### config.mk
export PLATFORM = sky130hd
export DESIGN_NAME = led_panel_top
export DESIGN_NICKNAME = d
export VERILOG_FILES = /design/src/design/led_panel_pkg.sv /design/src/design/frame_source.sv /design/src/design/lane_shifter.sv /design/src/design/gclk_gen.sv /design/src/design/driver_ctrl.sv /design/src/design/led_panel_top.sv
export SDC_FILE = /design/constraint.sdc
export NUM_CORES = 1
export LEC_CHECK = 0
export BUFFER_PORTS_ARGS = -buffer_cell sky130_fd_sc_hd__clkbuf_2
export CAP_MARGIN = 10
export CORE_ASPECT_RATIO = 1.5
export CORE_MARGIN = 2
export CORE_UTILIZATION = 61
export CTS_CLUSTER_DIAMETER = 200
export DETAILED_ROUTE_END_ITERATION = 16
export MAX_ROUTING_LAYER = met4
export PLACE_DENSITY = 0.79
export SLEW_MARGIN = 20
export SYNTH_ARGS = -nofsm -noshare
export SYNTH_HDL_FRONTEND = slang
export SYNTH_HIERARCHICAL = 1
export SYNTH_SLANG_ARGS = --single-unit
### constraint.sdc
create_clock -name clock_33 -period 5.2 [get_ports clock_33]
set_input_delay 1.3 -clock clock_33 [delete_from_list [all_inputs] [get_ports clock_33]]
set_output_delay 1.3 -clock clock_33 [all_outputs]
set_load 0.1 [all_outputs]
### src/design/led_panel_pkg.sv
`default_nettype none

package led_panel_pkg;

  ////////////////////
  // Driver word format
  ////////////////////

  // Fixed by the driver chip shift register
  localparam int WORD_BITS = 16;

  typedef logic [WORD_BITS-1:0] pixel_t;
  typedef logic [7:0]           color_t;
  typedef logic [1:0]           color_idx_t;

  // Intensity codes selected by the colour button
  localparam color_t [3:0] COLOR_TABLE = {8'hFF, 8'hAA, 8'h55, 8'h00};

  ////////////////////
  // Controller
  ////////////////////

  typedef enum logic [2:0] {
    IDLE,
    CONF_SHIFT,
    CONF_LATCH,
    WAIT_LINE,
    LINE_SHIFT,
    LINE_LATCH
  } ctrl_state_t;

  // A wide lat marks a configuration write, a data latch is one cycle
  localparam int CONF_LATCH_CYCLES = 3;

  typedef struct packed {
    logic load_conf;
    logic start;
    logic sclk_phase;
  } shift_cmd_t;

endpackage

`default_nettype wire

### src/design/frame_source.sv
`default_nettype none

module frame_source
  import led_panel_pkg::*;
#(
  parameter int NUM_LANES       = 4,
  parameter int LINES           = 4,
  parameter int BLANKING_CYCLES = 72
) (
  input  wire  clock_33,
  input  wire  nrst,
  input  logic color_button,
  output logic sync,
  output logic pix_data,
  output logic line_ready
);

  localparam int BLANK_W = $clog2(BLANKING_CYCLES + 1);
  localparam int BIT_W   = $clog2(WORD_BITS);
  localparam int LANE_W  = $clog2(NUM_LANES);
  localparam int LINE_W  = $clog2(LINES + 1);

  logic [BLANK_W-1:0] blank_cnt;
  logic [BIT_W-1:0]   bit_pos;
  logic [LANE_W-1:0]  lane_cnt;
  logic [LINE_W-1:0]  line_cnt;
  logic [7:0]         word_idx;
  logic               active;
  logic               button_q;
  color_idx_t         color_idx;
  color_idx_t         color_cur;
  pixel_t             shreg;

  assign pix_data   = active & shreg[WORD_BITS-1];
  assign line_ready = active & (bit_pos == BIT_W'(WORD_BITS - 1)) &
                      (lane_cnt == LANE_W'(NUM_LANES - 1));

  // Button edge advances the pending colour
  always_ff @(posedge clock_33 or negedge nrst) begin
    if (!nrst) begin
      button_q  <= 1'b0;
      color_idx <= '0;
    end else begin
      button_q <= color_button;
      if (color_button && !button_q)
        color_idx <= color_idx + 2'd1;
    end
  end

  always_ff @(posedge clock_33 or negedge nrst) begin
    if (!nrst) begin
      blank_cnt <= '0;
      sync      <= 1'b0;
      active    <= 1'b0;
      color_cur <= '0;
    end else begin
      sync <= 1'b0;
      if (!active && !sync) begin
        if (blank_cnt == BLANK_W'(BLANKING_CYCLES - 1)) begin
          blank_cnt <= '0;
          sync      <= 1'b1;
        end else begin
          blank_cnt <= blank_cnt + 1'b1;
        end
      end
      if (sync) begin
        active    <= 1'b1;
        color_cur <= color_idx;
      end else if (line_ready && line_cnt == LINE_W'(LINES - 1)) begin
        active <= 1'b0;
      end
    end
  end

  // Word sequencing, counters restart at every sync
  always_ff @(posedge clock_33) begin
    if (sync) begin
      shreg    <= {COLOR_TABLE[color_idx], 8'h00};
      bit_pos  <= '0;
      lane_cnt <= '0;
      line_cnt <= '0;
      word_idx <= '0;
    end else if (active) begin
      if (bit_pos == BIT_W'(WORD_BITS - 1)) begin
        bit_pos  <= '0;
        word_idx <= word_idx + 8'd1;
        shreg    <= {COLOR_TABLE[color_cur], word_idx + 8'd1};
        if (line_ready) begin
          lane_cnt <= '0;
          line_cnt <= line_cnt + 1'b1;
        end else begin
          lane_cnt <= lane_cnt + 1'b1;
        end
      end else begin
        bit_pos <= bit_pos + 1'b1;
        shreg   <= {shreg[WORD_BITS-2:0], 1'b0};
      end
    end
  end

endmodule

`default_nettype wire

### src/design/lane_shifter.sv
`default_nettype none

module lane_shifter
  import led_panel_pkg::*;
#(
  parameter int NUM_LANES = 4
) (
  input  wire                   clock_33,
  input  wire                   nrst,
  input  logic                  pix_data,
  input  logic                  line_ready,
  input  pixel_t                conf,
  input  shift_cmd_t            cmd,
  output logic [NUM_LANES-1:0]  sin,
  output logic                  sclk,
  output logic                  line_held,
  output logic                  shift_done
);

  localparam int LINE_BITS = NUM_LANES * WORD_BITS;
  localparam int CNT_W     = $clog2(WORD_BITS);

  logic [LINE_BITS-2:0]    cap_chain;
  logic [LINE_BITS-1:0]    line_word;
  pixel_t [NUM_LANES-1:0]  shift_buf;
  logic [CNT_W-1:0]        bit_cnt;
  logic                    busy;
  logic                    capture;

  // Current bit completes the line held in the chain
  assign line_word = {cap_chain, pix_data};
  assign capture   = line_ready & ~busy;

  assign sclk       = busy & cmd.sclk_phase;
  assign shift_done = sclk & (bit_cnt == CNT_W'(WORD_BITS - 1));

  always_comb begin
    for (int n = 0; n < NUM_LANES; n++)
      sin[n] = busy & shift_buf[n][WORD_BITS-1];
  end

  always_ff @(posedge clock_33) begin
    cap_chain <= line_word[LINE_BITS-2:0];
  end

  ////////////////////
  // Shift buffer
  ////////////////////

  always_ff @(posedge clock_33) begin
    for (int n = 0; n < NUM_LANES; n++) begin
      if (cmd.load_conf)
        shift_buf[n] <= conf;
      else if (capture)
        shift_buf[n] <= line_word[(NUM_LANES-1-n)*WORD_BITS +: WORD_BITS];
      else if (sclk)
        shift_buf[n] <= {shift_buf[n][WORD_BITS-2:0], 1'b0};
    end
  end

  // Lane 0 arrives first, so it sits at the top of line_word
  always_ff @(posedge clock_33 or negedge nrst) begin
    if (!nrst) begin
      busy      <= 1'b0;
      line_held <= 1'b0;
      bit_cnt   <= '0;
    end else begin
      if (cmd.load_conf || cmd.start) begin
        busy    <= 1'b1;
        bit_cnt <= '0;
      end else if (shift_done) begin
        busy <= 1'b0;
      end else if (sclk) begin
        bit_cnt <= bit_cnt + 1'b1;
      end
      if (cmd.load_conf || cmd.start)
        line_held <= 1'b0;
      else if (capture)
        line_held <= 1'b1;
    end
  end

endmodule

`default_nettype wire

### src/design/gclk_gen.sv
`default_nettype none

module gclk_gen #(
  parameter int GCLK_PULSES = 16
) (
  input  wire  clock_33,
  input  wire  nrst,
  input  logic burst_start,
  output logic gclk
);

  localparam int CNT_W = $clog2(GCLK_PULSES + 1);

  // Pulses still owed after the current one
  logic [CNT_W-1:0] remaining;

  ////////////////////
  // Burst sequencing
  ////////////////////

  // gclk itself is the phase bit, one high then one low per pulse
  always_ff @(posedge clock_33 or negedge nrst) begin
    if (!nrst) begin
      gclk      <= 1'b0;
      remaining <= '0;
    end else if (burst_start) begin
      // A new latch restarts the burst
      gclk      <= 1'b1;
      remaining <= CNT_W'(GCLK_PULSES - 1);
    end else if (gclk) begin
      gclk <= 1'b0;
    end else if (remaining != '0) begin
      gclk      <= 1'b1;
      remaining <= remaining - 1'b1;
    end
  end

endmodule

`default_nettype wire

### src/design/driver_ctrl.sv
`default_nettype none

module driver_ctrl
  import led_panel_pkg::*;
(
  input  wire        clock_33,
  input  wire        nrst,
  input  logic       line_held,
  input  logic       shift_done,
  output shift_cmd_t cmd,
  output logic       lat,
  output logic       burst_start
);

  localparam int LAT_W = $clog2(CONF_LATCH_CYCLES);

  ctrl_state_t       state;
  ctrl_state_t       state_next;
  logic [LAT_W-1:0]  lat_cnt;
  logic              phase;
  logic              in_shift;

  assign in_shift = (state == CONF_SHIFT) || (state == LINE_SHIFT);

  ////////////////////
  // Outputs
  ////////////////////

  assign lat         = (state == CONF_LATCH) || (state == LINE_LATCH);
  assign burst_start = (state == LINE_LATCH);

  always_comb begin
    cmd            = '0;
    cmd.load_conf  = (state == IDLE);
    cmd.start      = (state == WAIT_LINE) && line_held;
    cmd.sclk_phase = phase;
  end

  ////////////////////
  // Next state
  ////////////////////

  always_comb begin
    state_next = state;
    case (state)
      IDLE:
        state_next = CONF_SHIFT;
      CONF_SHIFT:
        if (shift_done)
          state_next = CONF_LATCH;
      CONF_LATCH:
        if (lat_cnt == LAT_W'(CONF_LATCH_CYCLES - 1))
          state_next = WAIT_LINE;
      WAIT_LINE:
        if (line_held)
          state_next = LINE_SHIFT;
      LINE_SHIFT:
        if (shift_done)
          state_next = LINE_LATCH;
      LINE_LATCH:
        // Single cycle data latch, burst starts here
        state_next = WAIT_LINE;
      default:
        state_next = IDLE;
    endcase
  end

  always_ff @(posedge clock_33 or negedge nrst) begin
    if (!nrst) begin
      state <= IDLE;
    end else begin
      state <= state_next;
    end
  end

  // Half-bit phase, low on the first cycle of each bit
  always_ff @(posedge clock_33 or negedge nrst) begin
    if (!nrst) begin
      phase <= 1'b0;
    end else begin
      phase <= in_shift & ~phase;
    end
  end

  // Counts the cycles of the configuration latch
  always_ff @(posedge clock_33 or negedge nrst) begin
    if (!nrst) begin
      lat_cnt <= '0;
    end else if (state == CONF_LATCH) begin
      lat_cnt <= lat_cnt + 1'b1;
    end else begin
      lat_cnt <= '0;
    end
  end

endmodule

`default_nettype wire

### src/design/led_panel_top.sv
`default_nettype none

module led_panel_top
  import led_panel_pkg::*;
#(
  parameter int NUM_LANES       = 4,
  parameter int LINES           = 4,
  parameter int BLANKING_CYCLES = 72,
  parameter int GCLK_PULSES     = 16
) (
  input  wire                   clock_33,
  input  wire                   nrst,
  input  logic                  color_button,
  input  pixel_t                conf,
  output logic [NUM_LANES-1:0]  sin,
  output logic                  sclk,
  output logic                  lat,
  output logic                  gclk
);

  logic       pix_data;
  logic       line_ready;
  logic       line_held;
  logic       shift_done;
  logic       burst_start;
  shift_cmd_t cmd;

  ////////////////////
  // Pixel source
  ////////////////////

  // Line framing comes from line_ready, sync only paces the source
  frame_source #(
    .NUM_LANES       (NUM_LANES),
    .LINES           (LINES),
    .BLANKING_CYCLES (BLANKING_CYCLES)
  ) i_frame_source (
    .clock_33     (clock_33),
    .nrst         (nrst),
    .color_button (color_button),
    .sync         (),
    .pix_data     (pix_data),
    .line_ready   (line_ready)
  );

  ////////////////////
  // Driver chain
  ////////////////////

  driver_ctrl i_driver_ctrl (
    .clock_33    (clock_33),
    .nrst        (nrst),
    .line_held   (line_held),
    .shift_done  (shift_done),
    .cmd         (cmd),
    .lat         (lat),
    .burst_start (burst_start)
  );

  lane_shifter #(
    .NUM_LANES (NUM_LANES)
  ) i_lane_shifter (
    .clock_33   (clock_33),
    .nrst       (nrst),
    .pix_data   (pix_data),
    .line_ready (line_ready),
    .conf       (conf),
    .cmd        (cmd),
    .sin        (sin),
    .sclk       (sclk),
    .line_held  (line_held),
    .shift_done (shift_done)
  );

  gclk_gen #(
    .GCLK_PULSES (GCLK_PULSES)
  ) i_gclk_gen (
    .clock_33    (clock_33),
    .nrst        (nrst),
    .burst_start (burst_start),
    .gclk        (gclk)
  );

endmodule

`default_nettype wire

# [After elaboration in Yosys (flattened, before gate mapping)]
# Cells that the tools add are included.
[word_totals] elab_cells=135 reg_bits=192 input_bits=19 out_inout_bits=7
[op_classes] eq_ne=17 mux=45 n_reduce_logical=24 order_cmp=2 add_sub_neg=9 bitwise=13
[ops] operator="16-bit two-way mux" count=15
[ops] operator="8-bit binary-select mux with 2-bit select" count=2
[ops] operator="3-bit one-hot mux with 6 select lines" count=1
[ops] operator="4-bit two-way mux" count=4
[ops] operator="8-bit two-way mux" count=2
[ops] operator="5-bit two-way mux" count=3
[ops] operator="3-bit two-way mux" count=4
[ops] operator="2-bit nonzero test" count=6
[ops] operator="1-bit bitwise AND" count=11
[ops] operator="1-bit two-way mux" count=11
[ops] operator="2-bit by 1-bit != test with 1-bit output, second input constant" count=5
[ops] operator="3-bit by 2-bit == test with 1-bit output, second input constant" count=3
[ops] operator="4-bit by 1-bit adder with 4-bit output, second input constant" count=2
[ops] operator="8-bit by 1-bit adder with 8-bit output, second input constant" count=1
[ops] operator="4-bit == test, second input constant" count=2
[ops] operator="7-bit by 1-bit adder with 7-bit output, second input constant" count=1
[ops] operator="7-bit == test, second input constant" count=1
[ops] operator="7-bit two-way mux" count=1
[ops] operator="2-bit by 1-bit adder with 2-bit output, second input constant" count=3
[ops] operator="3-bit == test, second input constant" count=2
[ops] operator="2-bit by 3-bit less-than comparator with 1-bit output, second input constant" count=2
[ops] operator="2-bit AND reduction" count=3
[ops] operator="5-bit nonzero test" count=1
[ops] operator="5-bit by 1-bit subtractor with 5-bit output, second input constant" count=1
[ops] operator="13 further kinds" count=23

# [Longest topological paths before layout]
# Gate-level depths: netlist of run 1.
[depth] depth_word=6 mapped_depth=10 depth_no_buf=6

# [By module]
# Netlist of run 1, hierarchy kept.
[by_module_without_submodules] mod="lane_shifter" area_per_inst_um2=4596.9 cells_each=389 seq_area_each_um2=3333.2 instances=1
[by_module_without_submodules] mod="frame_source" area_per_inst_um2=2083.2 cells_each=211 seq_area_each_um2=1091.0 instances=1
[by_module_without_submodules] mod="driver_ctrl" area_per_inst_um2=324.1 cells_each=34 seq_area_each_um2=150.1 instances=1
[by_module_without_submodules] mod="gclk_gen" area_per_inst_um2=305.3 cells_each=26 seq_area_each_um2=150.1 instances=1

# [Worst setup path before layout of run 1]
# OpenSTA, ideal clock, no wires.
[synth_path] path_kind="reg-to-reg" start="reg i_frame_source.bit_pos[0]" end="reg i_lane_shifter/shift_buf[0] (netlist name) (enable)" required_time_ns=4.350 n_path_buf=4 stages_incl_launch_ff=10 setup_ns=0.850 t_arrival_ns=2.996 period_less_slack_ns=3.846 path_slack_ns=1.354 path_cell_list="dfxtp_1 > ha_1 > and4_1 > buf_4 > and2_1 > buf_4 > nand2b_1 > buf_4 > buf_6 > nand3_1"
[synth_via] elab_chain_cells=5
[synth_lines] element="start: declaration" line_no="frame_source.sv:24" source="logic [BIT_W-1:0] bit_pos;"
[synth_lines] element="start signal: assignment" line_no="frame_source.sv:95" source="bit_pos <= bit_pos + 1'b1;"
[synth_lines] element="4-bit == test" line_no="frame_source.sv:35" source="assign line_ready = active & (bit_pos == BIT_W'(WORD_BITS - 1)) &"
[synth_lines] element="1-bit bitwise AND (2 in series)" line_no="frame_source.sv:35"
[synth_lines] element="net line_ready" line_no="led_panel_top.sv:22" source="logic line_ready;"
[synth_lines] element="1-bit bitwise AND" line_no="lane_shifter.sv:32" source="assign capture = line_ready & ~busy;"
[synth_lines] element="3-bit nonzero test (no source line)"
[synth_lines] element="end signal: indexed assignment" line_no="lane_shifter.sv:53" source="shift_buf[n] <= conf;"
[synth_lines] element="end signal: indexed assignment" line_no="lane_shifter.sv:55" source="shift_buf[n] <= line_word[(NUM_LANES-1-n)*WORD_BITS +: WORD_BITS];"
[synth_lines] element="end signal: indexed assignment" line_no="lane_shifter.sv:57" source="shift_buf[n] <= {shift_buf[n][WORD_BITS-2:0], 1'b0};"
[synth_lines] element="end: declaration" line_no="lane_shifter.sv:25" source="pixel_t [NUM_LANES-1:0] shift_buf;"
# The timed path passes the listed nets, and every way through them passes these cells.
# A chain may end at the register's enable or synchronous reset.

# [Worst setup path after layout of run 1]
[layout_path] start="reg i_frame_source.active" end="reg i_lane_shifter/shift_buf[57] (netlist name) (data pin)"
[layout_via] elab_chain_cells=5
[layout_lines] element="start: declaration" line_no="frame_source.sv:28" source="logic active;"
[layout_lines] element="start signal: assignment" line_no="frame_source.sv:54" source="active <= 1'b0;"
[layout_lines] element="start signal: assignment" line_no="frame_source.sv:67" source="active <= 1'b1;"
[layout_lines] element="start signal: assignment" line_no="frame_source.sv:70" source="active <= 1'b0;"
[layout_lines] element="1-bit bitwise AND (2 in series)" line_no="frame_source.sv:35"
[layout_lines] element="net line_ready" line_no="led_panel_top.sv:22"
[layout_lines] element="1-bit bitwise AND" line_no="lane_shifter.sv:32"
[layout_lines] element="16-bit two-way mux" line_no="lane_shifter.sv:54" source="else if (capture)"
[layout_lines] element="16-bit two-way mux" line_no="lane_shifter.sv:52" source="if (cmd.load_conf)"
# The timed path passes the listed nets, and every way through them passes these cells.

==> key figures, run 1 <==
Pwr
  • Reg power frac: 54.1%
  • Switching share of total power: 20.7%
  • Clock power frac: 45.1%
  • Pwr/cell area: around 360 nW/um^2
  • Leak: between 3 and 4 nW
  • Maximum vdd ir drop: 0.000258 V
  • Total power: 0.00289 W
  • Pint: 0.00230 W
  • P_sw: 0.000598 W
  • Logic pwr share: 0.8%

Yosys
  • Post-synth cell types: between 50 and 60
  • Sequential fraction of the synthesis area: 64.6%
  • Post-synthesis compound-gate area fraction: 11.1%
  • Most numerous cell in the Yosys netlist: nand2_1
  • XOR/XNOR Fraction of Synth Area: between 2 and 2.5%
  • EDFF count, synth: 72
  • Post-synthesis mux area share: 0.702%
  • Top post-synthesis cells by count: nand2_1, dfxtp_1, edfxtp_1, a31oi_1, nor2_1
  • Mapped Area: 7310 um^2
  • Top_reg_cell synth: dfxtp_1
  • Fraction of the mapped netlist area in adder cells: 1.54%
  • Largest area contributor in the netlist: edfxtp_1
  • Main combinational cell family by area after synthesis: simple AND/OR/NAND/NOR gates
  • Top cells by area, synth: edfxtp_1, dfxtp_1, dfrtp_1, nand2_1, a31oi_1
  • Synthesized instance count: 660
  • Synth async-reset ratio: about 17%
  • Syn nets: 688
  • Simple-gate share of the synthesized area: 15.9%
  • Flops & latches, synth: 192
  • Share of the synthesized area in the top cell type: 29.6%
  • Ys Warns: 6
  • Post-Syn Area per Cell: ~11 um^2

Min path
  • Hold WC Path Type: reg -> reg

GRT
  • Pin count of the biggest net entering global routing: 63
  • Initial antenna violation count: 0
  • Vias in the first global route: 4887
  • Aggregate global routing overflow: 0
  • Total GRT Usage: approximately a quarter
  • First-pass GRT wire length: between 20000 and 25000 um

Detailed routing
  • Drt total wl: 14400 um
  • DR pass1 iterations: 6
  • Via count: around 5k
  • Initial DRC count: 283
  • Vias/cell: slightly below 6
  • WL per Instance: 17.2 um
  • Antenna Violating Nets Remaining: 0
  • Number of remaining DRC errors: 0

Place
  • Gpl congestion: 0.790
  • Buffers on Ports: 25
  • DP HPWL: 9370 um
  • Dpl ws: 2.01 ns

Cells and area
  • Fraction of layout cells with a size suffix above 1: between 10% and 20%
  • FILL cells: 841
  • Area growth, synth to finish: 10.1%
  • Nets: 700
  • Register area: 4720 um^2
  • Multi-input logic area: 2320 um^2
  • # diodes: 0

Floorplan
  • Initial core utilization: 61.8%
  • Die area: 12900 um^2
  • Die height: between 100 and 150 um
  • Core region area: 11800 um^2
  • IO Count: 26
  • Die Wd: about 93 um
  • Rows: 49

STA
  • Worst Max-Slew Pin Slew: approximately 1 ns
  • RSZ-0062 raised after global routing: false
  • Slew Limit Fails: 0
  • Final Cycle Share: between 60% and 70%
  • Min Tclk post-route: between 3 and 4 ns
  • Worst Slack Setup Final: around 1.9 ns
  • Final Hold Fails: 0
  • Max Fclk: approximately 300 MHz
  • Fin Clk Skew: 0.00797 ns
  • Endpoints failing setup: 0
  • Relative slew slack: between 30% and 40%
  • Setup TNS: 0 ns

Clock network
  • Max Root-Sink Buffers: 2
  • Clk Latency, worst-skew pair: 0.43 ns
  • Clk root buf: clkbuf_16
  • Clk sinks: 192
  • H-tree depth: 4
  • Cts hold-fix bufs: 0
  • Total CTS buffers: 17
  • CTS tree: yes
  • Post-CTS Setup Inserts: 0
  • Worst-path clk slew: approximately 0.070 ns
  • Post-CTS sizing: 0

Worst setup path
  • Critical path cell sequence: and4_1 > and2_1 > nor2b_4 > buf_4 > nand2_1 > a31oi_1
  • Delay of the slowest cell on the worst path: about 0.85 ns
  • Worst Path Max Fanout: 42
  • Critical path required time: 5.45 ns
  • Startpoint types: flip-flop
  • Crit path max-delay family: simple AND/OR/NAND/NOR gates
  • Crit-path slowest cell: nor2b_4
  • Worst Setup Path Type: reg -> reg
  • Crit. End Element: flip-flop
  • Buffers plus inverters on the worst setup path: 1
  • CP Data Arrival Time: 3.57 ns

Run
  • Max-Cap Viols: 0

Run status
  • Status: finished, final reports clean
## cells by family after synthesis
| logic type | Yosys count |
|---|---|
| compound gates | 131 |
| buf+inv | 50 |
| mux | 5 |
| fa+ha+maj | 9 |
| simple gates | 254 |
| xor+xnor | 19 |
| flops | 192 |
## sequential cells by signal (all words and copies together), names as in the netlist, 3 cells and up
name / count
i_frame_source/blank_cnt: 7
i_lane_shifter/bit_cnt: 4
i_frame_source/line_cnt: 3
i_frame_source/bit_pos: 4
i_driver_ctrl/state: 3
i_lane_shifter/shift_buf: 64
i_lane_shifter/cap_chain: 63
i_frame_source/word_idx: 8
i_frame_source/shreg: 16
i_gclk_gen/remaining: 5
## metal layers
metal	GRT usage (%)	routed length, um
met4	8.05	280
met2	41.6	7890
met1	26.5	5590
met5	-	0
met3	4.58	634
## stage by stage
step	instances	hold slack, ns	area (um^2)	util (%)
global placement	806	0.333	7450	63.0
detailed placement	806	0.337	7450	63.0
floorplan	660	0.331	7310	-
finish	838	0.346	8050	68.0
global route	838	0.357	8050	68.0
CTS	838	0.351	8050	68.0
## power by group through the flow
stage | clock network, W | logic, W | registers [W]
floorplan | 0 | 0.00000884 | 0.00160
global placement | 0 | 0.0000224 | 0.00160
detailed placement | 0 | 0.0000232 | 0.00160
CTS | 0.00132 | 0.0000235 | 0.00157
global route | 0.00138 | 0.0000254 | 0.00157
finish | 0.00131 | 0.0000227 | 0.00157
## layout make-up
cell class,instances,area share [%]
Sequential cell,192,58.7
Multi-Input combinational cell,418,28.9
Clock buffer,18,5.33
Tap cell,153,2.38
Clock inverter,14,2.10
Timing Repair Buffer,30,2.02
Inverter,13,0.606
## path summary, 6_finish.rpt
| check | startpoint | end | slack (ns) | cells past startpoint |
|---|---|---|---|---|
| max | i_frame_source/active$_DFFE_PN0P_ | i_lane_shifter/shift_buf[57]$_DFFE_PP_ | 1.88 | 6 |
| min | i_lane_shifter/cap_chain[61]$_DFF_P_ | i_lane_shifter/cap_chain[62]$_DFF_P_ | 0.35 | 0 |
| max reg2reg | i_frame_source/active$_DFFE_PN0P_ | i_lane_shifter/shift_buf[57]$_DFFE_PP_ | 1.88 | 6 |
| min reg2reg | i_lane_shifter/cap_chain[61]$_DFF_P_ | i_lane_shifter/cap_chain[62]$_DFF_P_ | 0.35 | 0 |
| max in group asynchronous | nrst | i_frame_source/blank_cnt[2]$_DFFE_PN0N_ | 3.74 | 1 |
| min in group asynchronous | nrst | i_gclk_gen/remaining[1]$_DFFE_PN0P_ | 0.95 | 1 |
## layout by cell type (no fill, tap or decap), drive strengths merged, types with 8 or more instances in the layout
master and instances:
and2 8, clkbuf 43, xor2 8, a21oi 18, nor2 49, nand2 141
inv 20, nand3 13, dfxtp 88, xnor2 11, a31oi 63, edfxtp 72
dfrtp 32, o21ai 27, ha 9
Power figures use the tool's default switching activity.
==> run 2, diff against run 1 <==
ABC_AREA = 1   (was default)
CORE_UTILIZATION = 55   (was 61)
PLACE_DENSITY = 0.75   (was 0.79)
clock period = 2.9 ns   (was 5.2 ns; I/O delays follow)
==> run 2 against run 1 <==
Clock skew increased by 0.0057 ns. Routed wire length rose by 0.23%. Setup slack worse by 1.5 ns. Critical endpoint is now lat.
==> key figures, run 2 <==
Run status
  • Status: finished, final reports clean

Yosys
  • Sequential fraction of the synthesis area: 62.7%
  • Synth async-reset ratio: about 17%
  • Top post-synthesis cells by count: nand2_1, nor2_1, dfxtp_1, o21ai_0, edfxtp_1
  • Synthesized instance count: 780
  • Largest area contributor in the netlist: edfxtp_1
  • EDFF count, synth: 72
  • Top_reg_cell synth: dfxtp_1
  • Post-Syn Area per Cell: 9.66 um^2
  • Post-synth cell types: 34
  • Most numerous cell in the Yosys netlist: nand2_1
  • Flops & latches, synth: 192
  • Ys Warns: 6
  • Syn nets: 808
  • Mapped Area: 7530 um^2
  • Top cells by area, synth: edfxtp_1, dfxtp_1, dfrtp_1, nand2_1, o21ai_0
  • Share of the synthesized area in the top cell type: 28.7%

Place
  • Dpl ws: 0.668 ns
  • Gpl congestion: 0.832
  • Buffers on Ports: 25
  • Placed insts: 948
  • DP HPWL: 9580 um

Clock network
  • Worst-path clk slew: about 0.07 ns
  • CTS tree: yes
  • Clk sinks: between 150 and 200
  • Max Root-Sink Buffers: 2
  • Post-CTS sizing: 0
  • Cts hold-fix bufs: 0
  • Total CTS buffers: 17
  • Clk Latency, worst-skew pair: 0.42 ns
  • Clk root buf: clkbuf_16
  • H-tree depth: 4
  • Post-CTS Setup Inserts: 0

Cells and area
  • Cell Count, Final, Fillers Out: 980
  • Fraction of layout cells with a size suffix above 1: 12.0%
  • Max reg flops: 64
  • Top flop regs: i_lane_shifter/shift_buf: 64 flops, i_lane_shifter/cap_chain: 63 flops, i_frame_source/shreg: 16 flops
  • Register area: 4720 um^2
  • Commonest non-fill, non-tap cell in the layout: nand2_1
  • Largest reg by FF count: i_lane_shifter/shift_buf
  • Area growth, synth to finish: 11.0%
  • FILL cells: 1099
  • Multi-input logic area: 2380 um^2
  • Commonest cells after routing, fill and taps aside: nand2_1, nor2_1, dfxtp_1
  • Nets: between 800 and 900
  • # diodes: 0

GRT
  • First-pass GRT wire length: about 25000 um
  • Total GRT Usage: between 20% and 30%
  • Vias in the first global route: 5220
  • Initial antenna violation count: 0
  • Aggregate global routing overflow: 0
  • Pin count of the biggest net entering global routing: 61

Worst setup path
  • R2r worst-path depth: 10
  • Delay of the slowest cell on the worst path: roughly 0.47 ns
  • CP Data Arrival Time: 1.78 ns
  • Worst Setup Path Type: reg -> out
  • Buffers plus inverters on the worst setup path: 1
  • Crit path max-delay family: buffers and inverters
  • WP depth: 4
  • Critical path required time: 2.17 ns
  • Crit. End Element: output pin
  • Startpoint types: flip-flop
  • Worst Path Max Fanout: 8
  • Critical path cell sequence: nor2_1 > nand2_1 > o21ai_1 > clkbuf_2
  • Crit-path slowest cell: clkbuf_2

STA
  • RSZ-0062 raised after global routing: false
  • Fin Clk Skew: 0.0137 ns
  • Worst Slack Setup Final: about 0.39 ns
  • Relative slew slack: 45.2%
  • Worst Max-Slew Pin Slew: 0.821 ns
  • Setup TNS: 0 ns
  • Slew Limit Fails: 0
  • Endpoints failing setup: 0
  • Max Fclk: 399 MHz
  • Final Hold Fails: 0
  • Min Tclk post-route: 2.51 ns
  • Final Cycle Share: 86.4%

Floorplan
  • Die Wd: 99.6 um
  • Core region area: ~13000 um^2
  • Rows: 52
  • Initial core utilization: between 50% and 60%
  • IO Count: 26
  • Die area: approximately 15000 um^2
  • Die height: about 150 um

Min path
  • Hold Path Depth: 0
  • Hold WC Path Type: reg -> reg

Pwr
  • Pwr/cell area: about 610 nW/um^2
  • Logic pwr share: 0.7%
  • Maximum vdd ir drop: 0.000400 V
  • Reg power frac: between 50% and 60%
  • P_sw: 0.00101 W
  • Pint: 0.00412 W
  • Clock power frac: 44.5%
  • Leak: 3.78 nW
  • Switching share of total power: 19.6%

Detailed routing
  • Number of remaining DRC errors: 0
  • Initial DRC count: around 230
  • Drt total wl: ~14000 um
  • WL per Instance: 14.7 um
  • DR pass1 iterations: 5
  • Antenna Violating Nets Remaining: 0
  • Via count: between 5k and 6k
  • Vias/cell: about 5.4

Run
  • Max-Cap Viols: 0
==> run 2: power by group through the flow <==
stage	Sequential [W]	Combinational, W	Clock (W)
after floorplan	0.00286	0.0000137	0
final	0.00281	0.0000360	0.00228
after detailed placement	0.00287	0.0000370	0
after global placement	0.00287	0.0000355	0
after CTS	0.00281	0.0000372	0.00233
after global routing	0.00281	0.0000413	0.00244
==> run 2: layout make-up <==
class	instances	area share, %
multi-input combinational	494	28.4
tap	162	2.42
clock inverter	11	1.57
sequential	192	56.5
clock buffer	21	5.39
timing repair buffer	33	2.66
inverter	67	3.04
==> run 2: per-layer routing <==
metal,track usage (%),vias up,routed length [um]
li1,-,2633,-
met2,35.6,122,7670
met3,3.85,27,509
met5,-,-,0
met1,26.2,2540,5980
met4,7.47,0,263
==> run 2: cells by family (layout without fill, tap and decap cells) <==
family	count (synthesis)	count (layout)	share of synthesized area, %
fa+ha+maj	9	9	1.49
buf+inv	94	132	5.78
flops	192	192	62.7
simple gates	327	327	18.9
xor+xnor	6	6	0.698
compound gates	152	152	10.4
==> run 2: worst paths after layout <==
| path | startpoint | end | slack, ns |
|---|---|---|---|
| hold reg to reg | i_lane_shifter/cap_chain[56]$_DFF_P_ | i_lane_shifter/cap_chain[57]$_DFF_P_ | 0.35 |
| hold / removal | i_lane_shifter/cap_chain[56]$_DFF_P_ | i_lane_shifter/cap_chain[57]$_DFF_P_ | 0.35 |
| setup reg to reg | i_frame_source/bit_pos[0]$_SDFFE_PP0P_ | i_lane_shifter/shift_buf[14]$_DFFE_PP_ | 0.67 |
| setup / recovery | i_driver_ctrl/state[0]$_DFFE_PN0P_ | lat | 0.39 |
| min in group asynchronous | nrst | i_frame_source/button_q$_DFF_PN0_ | 0.38 |
| max in group asynchronous | nrst | i_lane_shifter/line_held$_DFFE_PN0P_ | 1.99 |
==> run 2: stage by stage <==
step | power (W) | hold slack, ns | area (um^2) | util (%)
floorplan | 0.00288 | 0.326 | 7540 | -
global placement | 0.00290 | 0.334 | 7780 | 57.8
detailed placement | 0.00290 | 0.336 | 7780 | 57.8
CTS | 0.00518 | 0.348 | 8360 | 62.1
global route | 0.00529 | 0.353 | 8360 | 62.1
finish | 0.00513 | 0.348 | 8360 | 62.1
==> run 3, diff against run 2 <==
CORE_UTILIZATION = 44   (was 55)
PLACE_DENSITY = default   (was 0.75)
SKIP_LAST_GASP = 1   (was default)
clock period = 2.2 ns   (was 2.9 ns; I/O delays follow)
==> run 3 against run 2 <==
Design area rose by 2.1%. Critical path depth unchanged. Total power rose by 36%.
==> key figures, run 3 (synthesis results as in run 2) <==
Run status
  • Status: finished, final reports clean

Cells and area
  • Area growth, synth to finish: 13.4%
  • Nets: 840
  • Post-Layout Inst Area: 8540 um^2
  • Commonest cells after routing, fill and taps aside: nand2_1, nor2_1, dfxtp_1
  • Largest reg by FF count: i_lane_shifter/shift_buf
  • Top flop regs: i_lane_shifter/shift_buf: 64 flops, i_lane_shifter/cap_chain: 63 flops, i_frame_source/shreg: 16 flops
  • Commonest non-fill, non-tap cell in the layout: nand2_1
  • Fraction of layout cells with a size suffix above 1: 13.0%
  • # diodes: 0
  • FILL cells: 1522
  • Max reg flops: 64

Clock network
  • Cts hold-fix bufs: 0
  • Max Root-Sink Buffers: 2
  • Total CTS buffers: 17
  • Clk sinks: ~190
  • Worst-path clk slew: around 0.07 ns
  • H-tree depth: 4
  • CTS tree: yes
  • Clk Latency, worst-skew pair: roughly 0.43 ns
  • Clk root buf: clkbuf_16

Run
  • Max-Cap Viols: 0

Detailed routing
  • Drt total wl: 14800 um
  • Met3 wire length: 468 um
  • Via count: 5243
  • Vias/cell: roughly 5.1
  • Antenna Violating Nets Remaining: 0
  • DR pass1 iterations: 5
  • DRT met1 WL: 6260 um
  • Top sig layer: met4
  • Routed wl met2: 7770 um
  • Initial DRC count: 254
  • Number of remaining DRC errors: 0
  • WL per Instance: 14.3 um

Pwr
  • P_sw: approximately 0.0013 W
  • Switching share of total power: slightly below 20%
  • Logic pwr share: 0.7%
  • Maximum vdd ir drop: 0.000607 V
  • Leak: 3.82 nW
  • Clock power frac: a little under half
  • Pwr/cell area: 815 nW/um^2
  • Pint: around 0.0056 W
  • Reg power frac: a little over half

STA
  • Endpoints failing setup: 0
  • RSZ-0062 raised after global routing: false
  • Final Cycle Share: 93.8%
  • Final Hold Fails: 0
  • Setup TNS: 0 ns
  • Max Fclk: 484 MHz
  • Slew Limit Fails: 0
  • Worst Max-Slew Pin Slew: 0.540 ns
  • Min Tclk post-route: 2.06 ns
  • Fin Clk Skew: 0.00843 ns
  • Relative slew slack: 64.2%

GRT
  • Aggregate global routing overflow: 0
  • Vias in the first global route: 5368
  • Initial antenna violation count: 0
  • First-pass GRT wire length: 25400 um
  • Pin count of the biggest net entering global routing: 44
  • Total GRT Usage: 17.8%

Place
  • Buffers on Ports: 25
  • Gpl congestion: a little over 0.8
  • Placed inst area: ~7900 um^2
  • DP HPWL: 10100 um

Worst setup path
  • Worst reg2reg endpoint: i_lane_shifter/shift_buf[7]$_DFFE_PP_
  • Crit. End Element: output pin
  • Startpoint types: flip-flop
  • R2R Path Start: i_frame_source/bit_pos[0]$_SDFFE_PP0P_
  • Crit-path slowest cell: dfrtp_1
  • CP Data Arrival Time: 1.51 ns
  • Buffers plus inverters on the worst setup path: 1
  • Critical path required time: ~1.7 ns
  • R2R Setup Slk: 0.22 ns
  • Delay of the slowest cell on the worst path: approximately 0.45 ns
  • Worst Path Max Fanout: 8
  • Critical path cell sequence: nor2_1 > nand2_1 > o21ai_2 > buf_6
  • R2r worst-path depth: 9
  • Crit path max-delay family: flip-flops
  • Worst Setup Path Type: reg -> out

Floorplan
  • Die height: 164 um
  • Die area: 18200 um^2
  • Rows: 58
  • Core region area: 16800 um^2
  • Die Wd: 111 um
  • IO Count: 26
  • Initial core utilization: between 40 and 50%

Min path
  • Hold WC Path Type: in -> async
[run 3: area by class of cell]
cell class                      instances  area [um^2]  area share (%)
Timing Repair Buffer                   40          284            3.33
Sequential cell                       192         4730            55.3
Clock buffer                           19          433            5.07
Inverter                               67          254            2.97
Tap cell                              210          263            3.08
Clock inverter                         13          185            2.17
Multi-Input combinational cell        494         2390            28.0
[run 3: worst max-delay path by stage]
| stage | startpoint | end | cells past startpoint |
|---|---|---|---|
| 4_1_cts | i_driver_ctrl/state[0]$_DFFE_PN0P_ | lat | 4 |
| 3_3_place_gp | i_frame_source/bit_pos[0]$_SDFFE_PP0P_ | i_lane_shifter/shift_buf[7]$_DFFE_PP_ | 9 |
| 2_1_floorplan | i_frame_source/bit_pos[0]$_SDFFE_PP0P_ | i_lane_shifter/shift_buf[0]$_DFFE_PP_ | 9 |
| 3_5_place_dp | i_frame_source/bit_pos[0]$_SDFFE_PP0P_ | i_lane_shifter/shift_buf[1]$_DFFE_PP_ | 9 |
| 6_report | i_driver_ctrl/state[0]$_DFFE_PN0P_ | lat | 4 |
| 5_1_grt | i_driver_ctrl/state[0]$_DFFE_PN0P_ | lat | 4 |
[run 3: power by group through the flow]
stage | Combinational (W) | Clock (W) | Sequential [W]
6_report | 0.0000502 | 0.00321 | 0.00370
5_1_grt | 0.0000565 | 0.00344 | 0.00370
4_1_cts | 0.0000526 | 0.00329 | 0.00370
3_5_place_dp | 0.0000519 | 0 | 0.00378
3_3_place_gp | 0.0000503 | 0 | 0.00378
2_1_floorplan | 0.0000181 | 0 | 0.00378
[run 3: layer usage]
layer	up-vias	track usage, %
met3	20	3.47
met5	-	-
li1	2634	-
met4	0	7.05
met1	2510	20.3
met2	79	31.0
[run 3: worst reg2reg max path: cells and delay by family, from the launching register on]
family,cells,cell delay [ns]
DFF,1,0.36
AOI/OAI and AO/OA,1,0.10
and+or+nand+nor,5,0.65
adders and majority gates,1,0.24
buffers and inverters,2,0.39
[run 3: timing repair]
action | CTS | global route
endpoints found under the setup margin | 1 | 1
setup buffers | 0 | 0
resized for setup | 1 | 1
[run 3: stage by stage]
| stage | power [W] | utilization (%) | instances | hold WS (ns) | setup slack (ns) |
|---|---|---|---|---|---|
| 6_report | 0.00696 | 50.9 | 1035 | 0.141 | 0.136 |
| 5_1_grt | 0.00719 | 50.9 | 1035 | 0.170 | 0.0188 |
| 4_1_cts | 0.00704 | 50.9 | 1035 | 0.144 | 0.0662 |
| 3_5_place_dp | 0.00383 | 47.2 | 1003 | 0.337 | 0.217 |
| 3_3_place_gp | 0.00383 | 47.2 | 1003 | 0.336 | 0.294 |
| 2_1_floorplan | 0.00379 | - | 780 | 0.254 | 0.0626 |
